[src/hw/dmaRegPkg.sv]
package dmaRegPkg;

  // Register port and programming model widths
  typedef logic [7:0] dataT;
  typedef logic [15:0] addrT;
  typedef logic [15:0] countT;
  typedef logic [3:0] regSelT;
  typedef logic [1:0] channelT;
  typedef logic [1:0] xferTypeT;

  localparam int numChannels = 4;

  // Selects 0 to 7 are the address and count words, two per channel
  localparam regSelT regModeSel = 4'd11;
  localparam regSelT regClearFlipFlopSel = 4'd12;
  localparam regSelT regMaskSel = 4'd15;

  // Transfer types; 00 and 11 are verify
  localparam xferTypeT xferWrite = 2'b01;
  localparam xferTypeT xferRead = 2'b10;

endpackage

[src/hw/dmaBusPkg.sv]
package dmaBusPkg;

  // One bit per channel for dreq, dack and mask
  typedef logic [3:0] reqT;

  // Bit positions of the one-hot state vector
  localparam int idleIdx = 0;
  localparam int holdIdx = 1;
  localparam int s1Idx = 2;
  localparam int s2Idx = 3;
  localparam int s4Idx = 4;

  typedef enum logic [4:0] {
    idle = 5'b00001 << idleIdx,
    hold = 5'b00001 << holdIdx,
    s1 = 5'b00001 << s1Idx,
    s2 = 5'b00001 << s2Idx,
    s4 = 5'b00001 << s4Idx
  } stateT;

endpackage

[src/hw/priorityLogic.sv]
`timescale 1ns/1ps

module priorityLogic (
  input  logic CLK,
  input  logic rstN,
  input  dmaBusPkg::reqT dreq,
  input  dmaBusPkg::reqT mask,
  input  logic grantLatch,
  input  logic dackEnable,
  output logic anyReq,
  output dmaRegPkg::channelT activeChannel,
  output dmaBusPkg::reqT dack
);

  dmaBusPkg::reqT pending;
  dmaRegPkg::channelT winner;

  assign pending = dreq & ~mask;
  assign anyReq = |pending;

  // Fixed priority, channel 0 highest
  always_comb
  begin
    if (pending[0])
      winner = 2'd0;
    else if (pending[1])
      winner = 2'd1;
    else if (pending[2])
      winner = 2'd2;
    else
      winner = 2'd3;
  end

  // Held for the whole transfer even if dreq drops
  always_ff @(posedge CLK)
  begin
    if (!rstN)
      activeChannel <= 2'd0;
    else if (grantLatch)
      activeChannel <= winner;
  end

  always_comb
  begin
    dack = '0;
    if (dackEnable)
      dack[activeChannel] = 1'b1;
  end

endmodule

[src/hw/dmaRegisters.sv]
`timescale 1ns/1ps

module dmaRegisters (
  input  logic CLK,
  input  logic rstN,
  input  logic cpuWr,
  input  dmaRegPkg::regSelT cpuSel,
  input  dmaRegPkg::dataT cpuData,
  input  logic progEnable,
  input  dmaRegPkg::channelT activeChannel,
  input  logic updateCount,
  output dmaBusPkg::reqT mask,
  output dmaRegPkg::xferTypeT xferType,
  output dmaRegPkg::addrT curAddr,
  output logic countZero
);

  dmaRegPkg::addrT baseAddr [dmaRegPkg::numChannels];
  dmaRegPkg::addrT curAddrReg [dmaRegPkg::numChannels];
  dmaRegPkg::countT baseCount [dmaRegPkg::numChannels];
  dmaRegPkg::countT curCount [dmaRegPkg::numChannels];
  dmaRegPkg::xferTypeT mode [dmaRegPkg::numChannels];
  logic highByte;
  logic wrEn;
  logic addrWr;
  logic countWr;
  dmaRegPkg::channelT selChannel;
  dmaRegPkg::channelT modeChannel;

  assign wrEn = cpuWr && progEnable;
  assign addrWr = wrEn && !cpuSel[3] && !cpuSel[0];
  assign countWr = wrEn && !cpuSel[3] && cpuSel[0];
  assign selChannel = cpuSel[2:1];
  assign modeChannel = cpuData[1:0];

  // High byte write completes the current copy from the stored low byte
  always_ff @(posedge CLK)
  begin
    if (addrWr && highByte)
    begin
      baseAddr[selChannel][15:8] <= cpuData;
      curAddrReg[selChannel] <= {cpuData, baseAddr[selChannel][7:0]};
    end
    else if (addrWr)
    begin
      baseAddr[selChannel][7:0] <= cpuData;
      curAddrReg[selChannel][7:0] <= cpuData;
    end
    else if (updateCount)
      curAddrReg[activeChannel] <= curAddrReg[activeChannel] + 16'd1;
  end

  // Count wraps below zero, so N programs N+1 transfers
  always_ff @(posedge CLK)
  begin
    if (countWr && highByte)
    begin
      baseCount[selChannel][15:8] <= cpuData;
      curCount[selChannel] <= {cpuData, baseCount[selChannel][7:0]};
    end
    else if (countWr)
    begin
      baseCount[selChannel][7:0] <= cpuData;
      curCount[selChannel][7:0] <= cpuData;
    end
    else if (updateCount)
      curCount[activeChannel] <= curCount[activeChannel] - 16'd1;
  end

  always_ff @(posedge CLK)
  begin
    if (wrEn && cpuSel == dmaRegPkg::regModeSel)
      mode[modeChannel] <= cpuData[3:2];
  end

  always_ff @(posedge CLK)
  begin
    if (!rstN)
    begin
      mask <= '1;
      highByte <= 1'b0;
    end
    else
    begin
      if (addrWr || countWr)
        highByte <= !highByte;
      else if (wrEn && cpuSel == dmaRegPkg::regClearFlipFlopSel)
        highByte <= 1'b0;
      if (wrEn && cpuSel == dmaRegPkg::regMaskSel)
        mask <= cpuData[3:0];
      else if (updateCount && countZero)
        mask[activeChannel] <= 1'b1;   // terminal count
    end
  end

  assign xferType = mode[activeChannel];
  assign curAddr = curAddrReg[activeChannel];
  assign countZero = curCount[activeChannel] == '0;

endmodule

[src/hw/timingControl.sv]
`timescale 1ns/1ps

module timingControl (
  input  logic CLK,
  input  logic rstN,
  input  logic anyReq,
  input  logic hlda,
  input  logic cpuWr,
  input  dmaRegPkg::xferTypeT xferType,
  input  logic countZero,
  output logic hrq,
  output logic aen,
  output logic adstb,
  output logic memrN,
  output logic memwN,
  output logic iorN,
  output logic iowN,
  output logic eopN,
  output logic grantLatch,
  output logic dackEnable,
  output logic updateCount,
  output logic progEnable
);

  dmaBusPkg::stateT state;
  dmaBusPkg::stateT nextState;

  always_ff @(posedge CLK)
  begin
    if (!rstN)
      state <= dmaBusPkg::idle;
    else
      state <= nextState;
  end

  always_comb
  begin
    nextState = state;
    unique case (1'b1)
      state[dmaBusPkg::idleIdx]:
        if (anyReq)
          nextState = dmaBusPkg::hold;
      state[dmaBusPkg::holdIdx]:
        if (hlda)
          nextState = dmaBusPkg::s1;
      state[dmaBusPkg::s1Idx]:
        nextState = dmaBusPkg::s2;
      state[dmaBusPkg::s2Idx]:
        nextState = dmaBusPkg::s4;
      default:
        nextState = dmaBusPkg::idle;
    endcase
  end

  // Outputs decoded from the state
  always_comb
  begin
    hrq = 1'b0;
    aen = 1'b0;
    adstb = 1'b0;
    memrN = 1'b1;
    memwN = 1'b1;
    iorN = 1'b1;
    iowN = 1'b1;
    eopN = 1'b1;
    grantLatch = 1'b0;
    dackEnable = 1'b0;
    updateCount = 1'b0;
    progEnable = 1'b0;
    unique case (1'b1)
      state[dmaBusPkg::idleIdx]:
      begin
        grantLatch = anyReq;
        // Host owns the bus only while hlda is low
        progEnable = cpuWr && !hlda;
      end
      state[dmaBusPkg::holdIdx]:
        hrq = 1'b1;
      state[dmaBusPkg::s1Idx]:
      begin
        hrq = 1'b1;
        aen = 1'b1;
        adstb = 1'b1;
        dackEnable = 1'b1;
      end
      state[dmaBusPkg::s2Idx]:
      begin
        hrq = 1'b1;
        aen = 1'b1;
        dackEnable = 1'b1;
        if (xferType == dmaRegPkg::xferWrite)
        begin
          iorN = 1'b0;
          memwN = 1'b0;
        end
        else if (xferType == dmaRegPkg::xferRead)
        begin
          memrN = 1'b0;
          iowN = 1'b0;
        end
      end
      default:
      begin
        // S4 leaves the strobes released
        hrq = 1'b1;
        aen = 1'b1;
        dackEnable = 1'b1;
        updateCount = 1'b1;
        eopN = !countZero;
      end
    endcase
  end

endmodule

[src/hw/dma.sv]
`timescale 1ns/1ps

module dma (
  input  logic CLK,
  input  logic rstN,
  input  logic cpuWr,
  input  dmaRegPkg::regSelT cpuSel,
  input  dmaRegPkg::dataT cpuData,
  input  dmaBusPkg::reqT dreq,
  input  logic hlda,
  output logic hrq,
  output logic aen,
  output logic adstb,
  output dmaRegPkg::addrT addrOut,
  output dmaBusPkg::reqT dack,
  output logic memrN,
  output logic memwN,
  output logic iorN,
  output logic iowN,
  output logic eopN
);

  logic anyReq;
  logic grantLatch;
  logic dackEnable;
  logic updateCount;
  logic progEnable;
  logic countZero;
  dmaBusPkg::reqT mask;
  dmaRegPkg::channelT activeChannel;
  dmaRegPkg::xferTypeT xferType;

  priorityLogic priorityLogic_i (
    .CLK           (CLK),
    .rstN          (rstN),
    .dreq          (dreq),
    .mask          (mask),
    .grantLatch    (grantLatch),
    .dackEnable    (dackEnable),
    .anyReq        (anyReq),
    .activeChannel (activeChannel),
    .dack          (dack)
  );

  dmaRegisters dmaRegisters_i (
    .CLK           (CLK),
    .rstN          (rstN),
    .cpuWr         (cpuWr),
    .cpuSel        (cpuSel),
    .cpuData       (cpuData),
    .progEnable    (progEnable),
    .activeChannel (activeChannel),
    .updateCount   (updateCount),
    .mask          (mask),
    .xferType      (xferType),
    .curAddr       (addrOut),
    .countZero     (countZero)
  );

  timingControl timingControl_i (
    .CLK         (CLK),
    .rstN        (rstN),
    .anyReq      (anyReq),
    .hlda        (hlda),
    .cpuWr       (cpuWr),
    .xferType    (xferType),
    .countZero   (countZero),
    .hrq         (hrq),
    .aen         (aen),
    .adstb       (adstb),
    .memrN       (memrN),
    .memwN       (memwN),
    .iorN        (iorN),
    .iowN        (iowN),
    .eopN        (eopN),
    .grantLatch  (grantLatch),
    .dackEnable  (dackEnable),
    .updateCount (updateCount),
    .progEnable  (progEnable)
  );

endmodule

[config.mk]
export PLATFORM = sky130hd
export DESIGN_NAME = dma
export DESIGN_NICKNAME = d
export VERILOG_FILES = /design/src/hw/dmaRegPkg.sv /design/src/hw/dmaBusPkg.sv /design/src/hw/priorityLogic.sv /design/src/hw/dmaRegisters.sv /design/src/hw/timingControl.sv /design/src/hw/dma.sv
export SDC_FILE = /design/constraint.sdc
export NUM_CORES = 1
export LEC_CHECK = 0
export ABC_AREA = 1
export BUFFER_PORTS_ARGS = -buffer_cell sky130_fd_sc_hd__buf_2
export CORE_ASPECT_RATIO = 2
export CORE_MARGIN = 3
export CORE_UTILIZATION = 50
export DETAILED_ROUTE_END_ITERATION = 16
export PLACE_DENSITY = 0.64
export SLEW_MARGIN = 30
export SYNTH_ARGS = -nofsm -noshare
export SYNTH_HDL_FRONTEND = slang
export SYNTH_HIERARCHICAL = 1
export SYNTH_SLANG_ARGS = --single-unit
[constraint.sdc]
create_clock -name CLK -period 7.1 [get_ports CLK]
set_clock_uncertainty 0.15 [all_clocks]
set_input_delay 1.42 -clock CLK [delete_from_list [all_inputs] [get_ports CLK]]
set_output_delay 1.42 -clock CLK [all_outputs]
set_load 0.01 [all_outputs]
==> results.py, run 1 <==
metrics = {
    "clocking": {
        "clk_path_buf_depth": 3,
        "hold_buffers": 0,
        "cts_setup_buffers": 0,
        "cts_root_buf": "clkbuf_16",
        "clk_latency_ps": 490,
        "clk_pin_slew_worst_paths_ps": 60,
        "cts_resized": 0,
        "cts_max_level": 1,
        "cts-buffers-inserted": 19,
        "clock_sinks": 211,
        "tritoncts": "yes",
    },
    "timing": {
        "slew_headroom_pct": 38.2,
        "worst_pin_slew_ps": 924,
        "fin_ws_ps": 2070,
        "hold_viol": 0,
        "fin_crit_ps": 5030,
        "setup_viol_count_final": 0,
        "max_freq_mhz": 199,
        "period_share_pct": 70.8,
        "maxSlewViolCount": 0,
        "finalSetupTns_ps": 0,
        "rsz0062_at_grt": "no",
    },
    "synth": {
        "synth.avg_cell_area_um2": 9.80,
        "synthFlopType": "edfxtp_1",
        "synth_warnings": 6,
        "synthArstFlopShare_pct": 0,
        "ys_ff_latch": 211,
        "synth-edff-count": 200,
        "syn-num-nets": 1047,
        "synth_cell_types": 40,
        "synth_area_mm2": 0.0100,
        "synthCells": 1025,
        "yosysSeqAreaShare_pct": 62.0,
    },
    "route": {
        "drc": 0,
        "dr.pass1.iters": 5,
        "num_vias": 7314,
        "routedWlPerCell_um": 18.9,
        "initialDrtViolationCount": 502,
        "drt_wl_total_mm": 25.2,
        "vias_per_cell": 5.49,
        "postRouteAntennaNets": 0,
    },
    "critical_path": {
        "crit_path_end_kind": "output pin",
        "critPathKind": "register to output pin",
        "r2r_slack_ps": 3520,
        "slowest_stage": "dfxtp_2",
        "path_buf_inv": 4,
        "cp.required_ps": 5530,
        "crit_chain": "buf_4, inv_6, nor2_4, nand2_1, nand2_1, nor2_1, ha_1, nand3_1, nor2_4, inv_1, nor3_1, nand2_2, buf_2",
        "cpLargestDelayFamily": "simple AND/OR/NAND/NOR gates",
        "cp_slowest_stage_delay_ps": 460,
        "start_kind": "register",
        "worst-path-max-fanout": 43,
        "arrival_ps": 3460,
    },
    "finish": {
        "mostFrequentLayoutCells": "nand2_1, edfxtp_1, nor2_1",
        "seqCellArea_mm2": 0.00623,
        "post_route_cells_drive_above_1_share_pct": 13.5,
        "syn2layout_area_growth_pct": 9.31,
        "fin_util_pct": 56.2,
        "n_fill_cell": 1734,
        "final_common_cell": "nand2_1",
        "antennaDiodeCount": 0,
        "multi_input_comb_area_mm2": 0.00330,
        "final_area_mm2": 0.0110,
        "fin_nets": 1083,
        "stdcell_count": 1332,
    },
    "floorplanning": {
        "fp.dieH_um": 206,
        "core-area_mm2": 0.0195,
        "die-area_mm2": 0.0219,
        "start_util_pct": 51.4,
        "io_pins": 48,
        "rows": 72,
        "fp.dieW_um": 106,
    },
    "power": {
        "cellPowerDensity_mw_per_mm2": 227,
        "p_leak_nw": 4.34,
        "vdd_drop_max_v": 0.000271,
    },
    "global_route": {
        "grt_pass1_vias": 7302,
        "grt_pass1_wl_mm": 38.8,
        "grt_max_degree": 44,
        "grt.overflow.total": 0,
        "antenna_found_initial": 0,
        "grtUsageTotal_pct": 23.3,
    },
    "min_path": {
        "min_path_type": "register to register",
    },
    "job": {
        "maxCapViolations": 0,
    },
    "placed_design": {
        "portBuffers": 47,
        "placed_cell_area_mm2": 0.0104,
        "gp_congestion": 0.905,
        "numPlacedInstances": 1299,
        "dp_slack_ps": 2420,
        "dp_hpwl_mm": 17.7,
    },
    "outcome": {
        "status": "completed",
    },
}
## worst min-delay path: cells and delay by family, from the launching register on
| family | cells | cell delay [ps] |
|---|---|---|
| buffers and inverters | 1 | 30 |
| and+or+nand+nor | 1 | 60 |
| DFF | 1 | 320 |
## stage by stage
stage / total power (W) / hold slack (ps)
after global placement: 0.00155 / 283
after floorplan: 0.00149 / 284
after global routing: 0.00257 / 329
after detailed placement: 0.00155 / 288
after CTS: 0.00252 / 297
final: 0.00250 / 295
## layer usage
metal,wire [um],track usage (%)
met1,9100,25.8
met2,13500,42.6
met3,1420,3.16
met4,1190,12.9
met5,0,0
## cells in the mapped netlist, types with 6 or more instances
master / number / area share, %
a21oi_1: 13 / 0.65
a22oi_1: 19 / 1.4
a31oi_1: 6 / 0.37
buf_2: 8 / 0.40
buf_4: 8 / 0.60
buf_6: 8 / 0.90
clkbuf_1: 9 / 0.34
dfxtp_1: 11 / 2.2
edfxtp_1: 200 / 60
inv_1: 64 / 2.4
inv_2: 8 / 0.30
nand2_1: 381 / 14
nand2_2: 13 / 0.81
nand3_1: 61 / 3.0
nand4_1: 21 / 1.3
nor2_1: 83 / 3.1
nor2_2: 14 / 0.87
nor2_4: 9 / 1.0
nor3_1: 19 / 0.95
o21ai_0: 27 / 1.3
o21ai_1: 6 / 0.30
## state kept, by name, indices dropped and copies added (netlist names)
signal / count
dmaRegisters_i/baseAddr: 32
dmaRegisters_i/baseCount: 32
dmaRegisters_i/curAddrReg: 64
dmaRegisters_i/curCount: 64
dmaRegisters_i/highByte: 1
dmaRegisters_i/mask: 4
dmaRegisters_i/mode: 8
priorityLogic_i/activeChannel: 2
timingControl_i/state: 4
## cells by family (layout without fill, tap and decap cells)
kind of cell / Yosys count / in the layout / synth area share [%]
AO/OA/AOI/OAI: 85 / 85 / 5.17
XOR/XNOR: 4 / 4 / 0.349
adder cells (fa/ha/maj): 2 / 2 / 0.249
buffers and inverters: 110 / 158 / 5.59
flip-flops: 211 / 211 / 62.0
AND/OR/NAND/NOR: 613 / 613 / 26.7
## final timing paths
kind                                                       from                                       to  cells after the start
setup / recovery  priorityLogic_i/activeChannel[0]$_SDFFE_PN0P_                                     eopN                     13
setup reg to reg  priorityLogic_i/activeChannel[0]$_SDFFE_PN0P_  dmaRegisters_i/curCount[0][8]$_DFFE_PP_                     12
hold reg to reg             timingControl_i/state[2]$_SDFF_PN0_      timingControl_i/state[3]$_SDFF_PN0_                      2
hold / removal              timingControl_i/state[2]$_SDFF_PN0_      timingControl_i/state[3]$_SDFF_PN0_                      2
## final cells by class
class	instances	share of cell area (%)
Tap cell	259	2.95
Multi-Input combinational cell	704	30.0
Clock buffer	23	4.47
Clock inverter	10	0.843
Timing Repair Buffer	51	2.41
Sequential cell	211	56.7
Inverter	74	2.62
## power breakdown
part           internal [W]  switching (W)
Sequential          0.00138     0.00000338
Clock              0.000538       0.000435
Combinational     0.0000355       0.000111
No activity file was read; power rests on OpenSTA's default activity.
==> run 2, diff against run 1 <==
==> constraint.sdc (replaced) <==
create_clock -name CLK -period 5.2 [get_ports CLK]
set_clock_uncertainty 0.15 [all_clocks]
set_input_delay 1.04 -clock CLK [delete_from_list [all_inputs] [get_ports CLK]]
set_output_delay 1.04 -clock CLK [all_outputs]
set_load 0.01 [all_outputs]
==> run 2 against run 1 <==
  * Total power increased by 36%
  * Count of clock-buffer cells in the layout decreased by 2
  * Worst setup slack got worse by 1200 ps
  * Die area unchanged
  * Cell count increased by 0.60%
  * Global-route usage increased by 0.47 points
  * Via count increased by 0.71%
  * Register-to-register slack got worse by 1700 ps
  * Flip-flop and latch count unchanged
  * Critical endpoint unchanged
  * Combinational power increased by 37%
  * Cell area increased by 0.23%
==> results.py, run 2 (synthesis results as in run 1) <==
metrics = {
    "critical_path": {
        "arrival_ps": 3100,
        "cp_slowest_stage_delay_ps": 470,
        "crit_path_end_kind": "output pin",
        "crit_chain": "inv_6, nor2_4, nand2_1, nand2_1, nor2_1, ha_1, nand3_1, nor2_4, inv_1, nor3_1, nand2_2, buf_2",
        "worst-path-max-fanout": 43,
        "start_kind": "register",
        "cp.required_ps": 4010,
        "critPathKind": "register to output pin",
        "slowest_stage": "dfxtp_2",
    },
    "finish": {
        "antennaDiodeCount": 0,
        "final_common_cell": "nand2_1",
        "final_area_mm2": 0.0110,
        "biggestRegsByFlops": "dmaRegisters_i/curAddrReg: 64 flops, dmaRegisters_i/curCount: 64 flops",
        "fin_util_pct": 56.3,
        "syn2layout_area_growth_pct": 9.56,
        "post_route_cells_drive_above_1_share_pct": 13.4,
        "mostFrequentLayoutCells": "nand2_1, edfxtp_1, nor2_1",
        "fin_nets": 1091,
    },
    "global_route": {
        "grt.overflow.total": 0,
        "antenna_found_initial": 0,
        "grtUsageTotal_pct": 23.8,
        "grt_max_degree": 44,
        "grt_pass1_vias": 7314,
        "grt_pass1_wl_mm": 39.6,
    },
    "route": {
        "num_vias": 7366,
        "drc": 0,
        "dr.pass1.iters": 5,
        "initialDrtViolationCount": 554,
        "postRouteAntennaNets": 0,
        "vias_per_cell": 5.50,
        "drt_wl_total_mm": 25.9,
        "routedWlPerCell_um": 19.3,
    },
    "outcome": {
        "status": "completed",
    },
    "clocking": {
        "clk_path_buf_depth": 3,
        "cts_setup_buffers": 0,
        "cts-buffers-inserted": 19,
        "hold_buffers": 0,
        "cts_max_level": 1,
        "tritoncts": "yes",
        "clk_latency_ps": 490,
        "cts_root_buf": "clkbuf_16",
        "clock_sinks": 211,
        "clk_pin_slew_worst_paths_ps": 60,
        "cts_resized": 0,
    },
    "timing": {
        "finalSetupTns_ps": 0,
        "setup_viol_count_final": 0,
        "slew_headroom_pct": 42.2,
        "max_freq_mhz": 233,
        "fin_ws_ps": 914,
        "worst_pin_slew_ps": 864,
        "period_share_pct": 82.4,
        "rsz0062_at_grt": "no",
        "hold_viol": 0,
        "fin_crit_ps": 4290,
        "maxSlewViolCount": 0,
    },
    "floorplanning": {
        "fp.dieH_um": 206,
        "fp.dieW_um": 106,
        "die-area_mm2": 0.0219,
        "core-area_mm2": 0.0195,
        "io_pins": 48,
        "rows": 72,
        "start_util_pct": 51.4,
    },
    "power": {
        "vdd_drop_max_v": 0.000341,
        "cellPowerDensity_mw_per_mm2": 310,
        "p_leak_nw": 4.38,
    },
    "placed_design": {
        "gp_congestion": 0.897,
        "dp_slack_ps": 1210,
        "placed_cell_area_mm2": 0.0104,
        "portBuffers": 47,
        "dp_hpwl_mm": 18.2,
    },
    "job": {
        "maxCapViolations": 0,
    },
    "min_path": {
        "min_path_type": "register to register",
    },
}
[run 2: final timing paths]
check | endpoint | slack (ps) | start | depth (start not counted)
max reg2reg | dmaRegisters_i/curAddrReg[2][2]$_DFFE_PP_ | 1870 | timingControl_i/state[0]$_SDFF_PN1_ | 9
min reg2reg | timingControl_i/state[3]$_SDFF_PN0_ | 290 | timingControl_i/state[2]$_SDFF_PN0_ | 2
min | timingControl_i/state[3]$_SDFF_PN0_ | 290 | timingControl_i/state[2]$_SDFF_PN0_ | 2
max | eopN | 910 | priorityLogic_i/activeChannel[0]$_SDFFE_PN0P_ | 12
[run 2: final cells by class]
| cell class | count | area (um2) |
|---|---|---|
| Tap cell | 259 | 324 |
| Clock buffer | 21 | 483 |
| Multi-Input combinational cell | 704 | 3260 |
| Inverter | 74 | 288 |
| Fill cell | 1744 | 8540 |
| Timing Repair Buffer | 59 | 325 |
| Clock inverter | 12 | 100 |
| Sequential cell | 211 | 6230 |
[run 2: critical path: cells and delay by family (launching register included)]
kind / cells / cell delay, ps
simple gates: 8 / 1230
fa+ha+maj: 1 / 300
flops: 1 / 470
buf+inv: 3 / 590
[run 2: routing by layer]
layer	up-vias	share of wire, %	GRT usage [%]
met4	0	3.5	9.54
met1	3500	37	26.8
met5	-	0	0
li1	3552	-	-
met3	62	5.2	2.59
met2	252	55	45.2
[run 2: stage by stage]
step                instances  hold WS, ps  power (W)
CTS                      1340          297    0.00343
floorplan                1025          284    0.00204
detailed placement       1307          288    0.00212
global placement         1307          285    0.00212
finish                   1340          294    0.00341
global route             1340          306    0.00351
[run 2: power breakdown]
part           internal (W)  switching [W]
clock              0.000728       0.000596
combinational     0.0000493       0.000151
sequential          0.00188     0.00000526
total               0.00266       0.000753
==> run 3, diff against run 2 <==
--- a/config.mk
+++ b/config.mk
@@ -5,7 +5,7 @@
 export SDC_FILE = /design/constraint.sdc
 export NUM_CORES = 1
 export LEC_CHECK = 0
-export ABC_AREA = 1
+export ABC_AREA = 0
 export BUFFER_PORTS_ARGS = -buffer_cell sky130_fd_sc_hd__buf_2
 export CORE_ASPECT_RATIO = 2
 export CORE_MARGIN = 3
==> constraint.sdc (replaced) <==
create_clock -name CLK -period 4.5 [get_ports CLK]
set_clock_uncertainty 0.15 [all_clocks]
set_input_delay 0.9 -clock CLK [delete_from_list [all_inputs] [get_ports CLK]]
set_output_delay 0.9 -clock CLK [all_outputs]
set_load 0.01 [all_outputs]
==> run 3 against run 2 <==
  * Global-route usage is 2.7 points lower
  * Total power rose by 50%
  * Via count shrank 30%
  * Flip-flop and latch count unchanged
  * Synthesized area is 7.8% lower
  * Critical endpoint unchanged
==> results.py, run 3 <==
metrics = {
    "outcome": {
        "status": "completed",
    },
    "clocking": {
        "cts-buffers-inserted": 19,
        "clk_latency_ps": 490,
        "cts_root_buf": "clkbuf_16",
        "cts_resized": 0,
        "clock_sinks": 211,
        "clk_path_buf_depth": 3,
        "cts_max_level": 1,
        "tritoncts": "yes",
        "clk_pin_slew_worst_paths_ps": 60,
        "cts_setup_buffers": 0,
        "hold_buffers": 0,
    },
    "floorplanning": {
        "io_pins": 48,
        "core-area_mm2": 0.0180,
        "rows": 69,
        "start_util_pct": 51.6,
        "fp.dieH_um": 199,
        "fp.dieW_um": 102,
        "die-area_mm2": 0.0203,
    },
    "synth": {
        "yosysTopAreaCellShare_pct": 64.8,
        "synthFlopType": "edfxtp_1",
        "synth_warnings": 6,
        "synthCells": 567,
        "ys_top_cells_by_area": "edfxtp_1, mux4_2, dfxtp_1, nor2_1, nand2_1",
        "synth_commonest_cells": "edfxtp_1, mux4_2, nor2_1",
        "yosysMostFrequentCell": "edfxtp_1",
        "synth.avg_cell_area_um2": 16.3,
        "ys_ff_latch": 211,
        "synth_area_mm2": 0.00927,
        "synth_cell_types": 53,
        "synthArstFlopShare_pct": 0,
        "synth-edff-count": 200,
        "yosysTopAreaCell": "edfxtp_1",
        "yosysSeqAreaShare_pct": 67.2,
        "syn-num-nets": 589,
    },
    "finish": {
        "syn2layout_area_growth_pct": 10.8,
        "final_common_cell": "edfxtp_1",
        "biggestRegsByFlops": "dmaRegisters_i/curAddrReg: 64 flops, dmaRegisters_i/curCount: 64 flops",
        "fin_util_pct": 57.2,
        "n_fill_cell": 1456,
        "mostFrequentLayoutCells": "edfxtp_1, mux4_2, buf_2",
        "post_route_cells_drive_above_1_share_pct": 23.6,
        "fin_nets": 640,
        "antennaDiodeCount": 0,
    },
    "critical_path": {
        "cp.required_ps": 3450,
        "critPathKind": "register to output pin",
        "r2r-start": "priorityLogic_i/activeChannel[1]$_SDFFE_PN0P_",
        "start_kind": "register",
        "path_buf_inv": 2,
        "cpLargestDelayFamily": "simple AND/OR/NAND/NOR gates",
        "worst-path-max-fanout": 32,
        "r2r_end": "dmaRegisters_i/curCount[3][8]$_DFFE_PP_",
        "r2r_slack_ps": 1250,
        "crit_cells": 8,
        "crit_path_end_kind": "output pin",
        "reg2regPathDepth": 7,
        "arrival_ps": 3210,
        "crit_chain": "mux4_2, inv_1, ha_1, nor3b_2, nand2_2, nor3_1, nand2_1, buf_2",
        "slowest_stage": "dfxtp_2",
        "cp_slowest_stage_delay_ps": 880,
    },
    "route": {
        "dr.pass1.iters": 5,
        "drt_wl_total_mm": 20.5,
        "drc": 0,
        "routedWlPerCell_um": 24.4,
        "postRouteAntennaNets": 0,
        "num_vias": 5158,
        "initialDrtViolationCount": 377,
        "vias_per_cell": 6.13,
    },
    "power": {
        "p_switching_w": 0.00148,
        "power.total_w": 0.00512,
        "pwr-share-clk_pct": 29.4,
        "power_frac_seq_pct": 47.8,
        "p_leak_nw": 3.37,
        "power.internal_w": 0.00364,
        "cellPowerDensity_mw_per_mm2": 498,
        "swShare_pct": 28.8,
        "p_comb_share_pct": 22.8,
        "vdd_drop_max_v": 0.000365,
    },
    "timing": {
        "max_freq_mhz": 234,
        "rsz0062_at_grt": "no",
        "hold_viol": 0,
        "setup_viol_count_final": 0,
        "period_share_pct": 94.8,
        "maxSlewViolCount": 0,
        "fin_hold_ws_ps": 372,
        "finalSetupTns_ps": 0,
        "fin_crit_ps": 4260,
        "worst_pin_slew_ps": 892,
        "slew_headroom_pct": 40.3,
    },
    "min_path": {
        "hold_path_depth": 1,
        "worstHoldEndpoint": "dmaRegisters_i/highByte$_SDFFE_PN0P_",
        "min_path_type": "register to register",
        "min-delay-start": "dmaRegisters_i/highByte$_SDFFE_PN0P_",
    },
    "global_route": {
        "grt_pass1_wl_mm": 31.9,
        "grt_max_degree": 33,
        "grt.overflow.total": 0,
        "grt_pass1_vias": 5495,
        "grtUsageTotal_pct": 21.1,
        "antenna_found_initial": 0,
    },
    "placed_design": {
        "portBuffers": 47,
        "dp_hpwl_mm": 14.4,
        "gp_congestion": 0.884,
    },
    "job": {
        "maxCapViolations": 0,
    },
}
==> run 3: changes by cell type after synthesis, sizes merged, moves of 18 or more <==
cell,previous run,this run
a22oi,19,1
inv,74,14
mux4,0,50
nand2,394,38
nand3,68,14
nor2,107,43
==> run 3: layout make-up <==
type | count | area (um2) | area share (%)
flip-flops and latches | 211 | 6230 | 60.6
multi-input cells | 314 | 2840 | 27.6
clock buffers | 24 | 494 | 4.81
repair buffers | 58 | 318 | 3.09
well taps | 213 | 267 | 2.59
clock inverters | 7 | 73.8 | 0.719
inverters | 14 | 52.6 | 0.512
==> run 3: routing by layer <==
metal  GRT usage [%]  share of wire (%)
met4            8.52                3.5
met1            25.5                 38
met5               0                  0
met2            38.2                 55
met3            2.07                3.8
==> run 3: kinds of logic after synthesis <==
kind of cell | after synthesis | share of synthesized area (%)
xor gates and xnor gates | 27 | 2.55
AOI/OAI and AO/OA | 62 | 4.40
muxes | 59 | 13.2
DFF | 211 | 67.2
buffers and inverters | 42 | 2.28
adders and majority gates | 2 | 0.270
and+or+nand+nor | 164 | 10.1
==> run 3: power by group through the flow <==
stage                     logic [W]  clock network, W  registers [W]
after floorplan            0.000900                 0        0.00242
after global placement      0.00114                 0        0.00248
after detailed placement    0.00117                 0        0.00249
after CTS                   0.00118           0.00155        0.00245
after global routing        0.00127           0.00162        0.00246
final                       0.00117           0.00151        0.00245
==> run 3: worst max path at each step <==
stage                                                       start  endpoint  slack, ps
floorplan           priorityLogic_i/activeChannel[0]$_SDFFE_PN0P_      eopN       1120
global placement    priorityLogic_i/activeChannel[1]$_SDFFE_PN0P_      eopN        780
detailed placement  priorityLogic_i/activeChannel[1]$_SDFFE_PN0P_      eopN        720
CTS                 priorityLogic_i/activeChannel[1]$_SDFFE_PN0P_      eopN        190
global route        priorityLogic_i/activeChannel[1]$_SDFFE_PN0P_      eopN          1
finish              priorityLogic_i/activeChannel[1]$_SDFFE_PN0P_      eopN        240
==> run 3: per-stage QoR <==
stage | setup WS [ps] | cell area (um2) | instances
final | 235 | 10300 | 841
after global routing | 1.01 | 10300 | 841
after CTS | 190 | 10300 | 841
after detailed placement | 721 | 9700 | 810
after global placement | 781 | 9700 | 810
after floorplan | 1120 | 9270 | 567
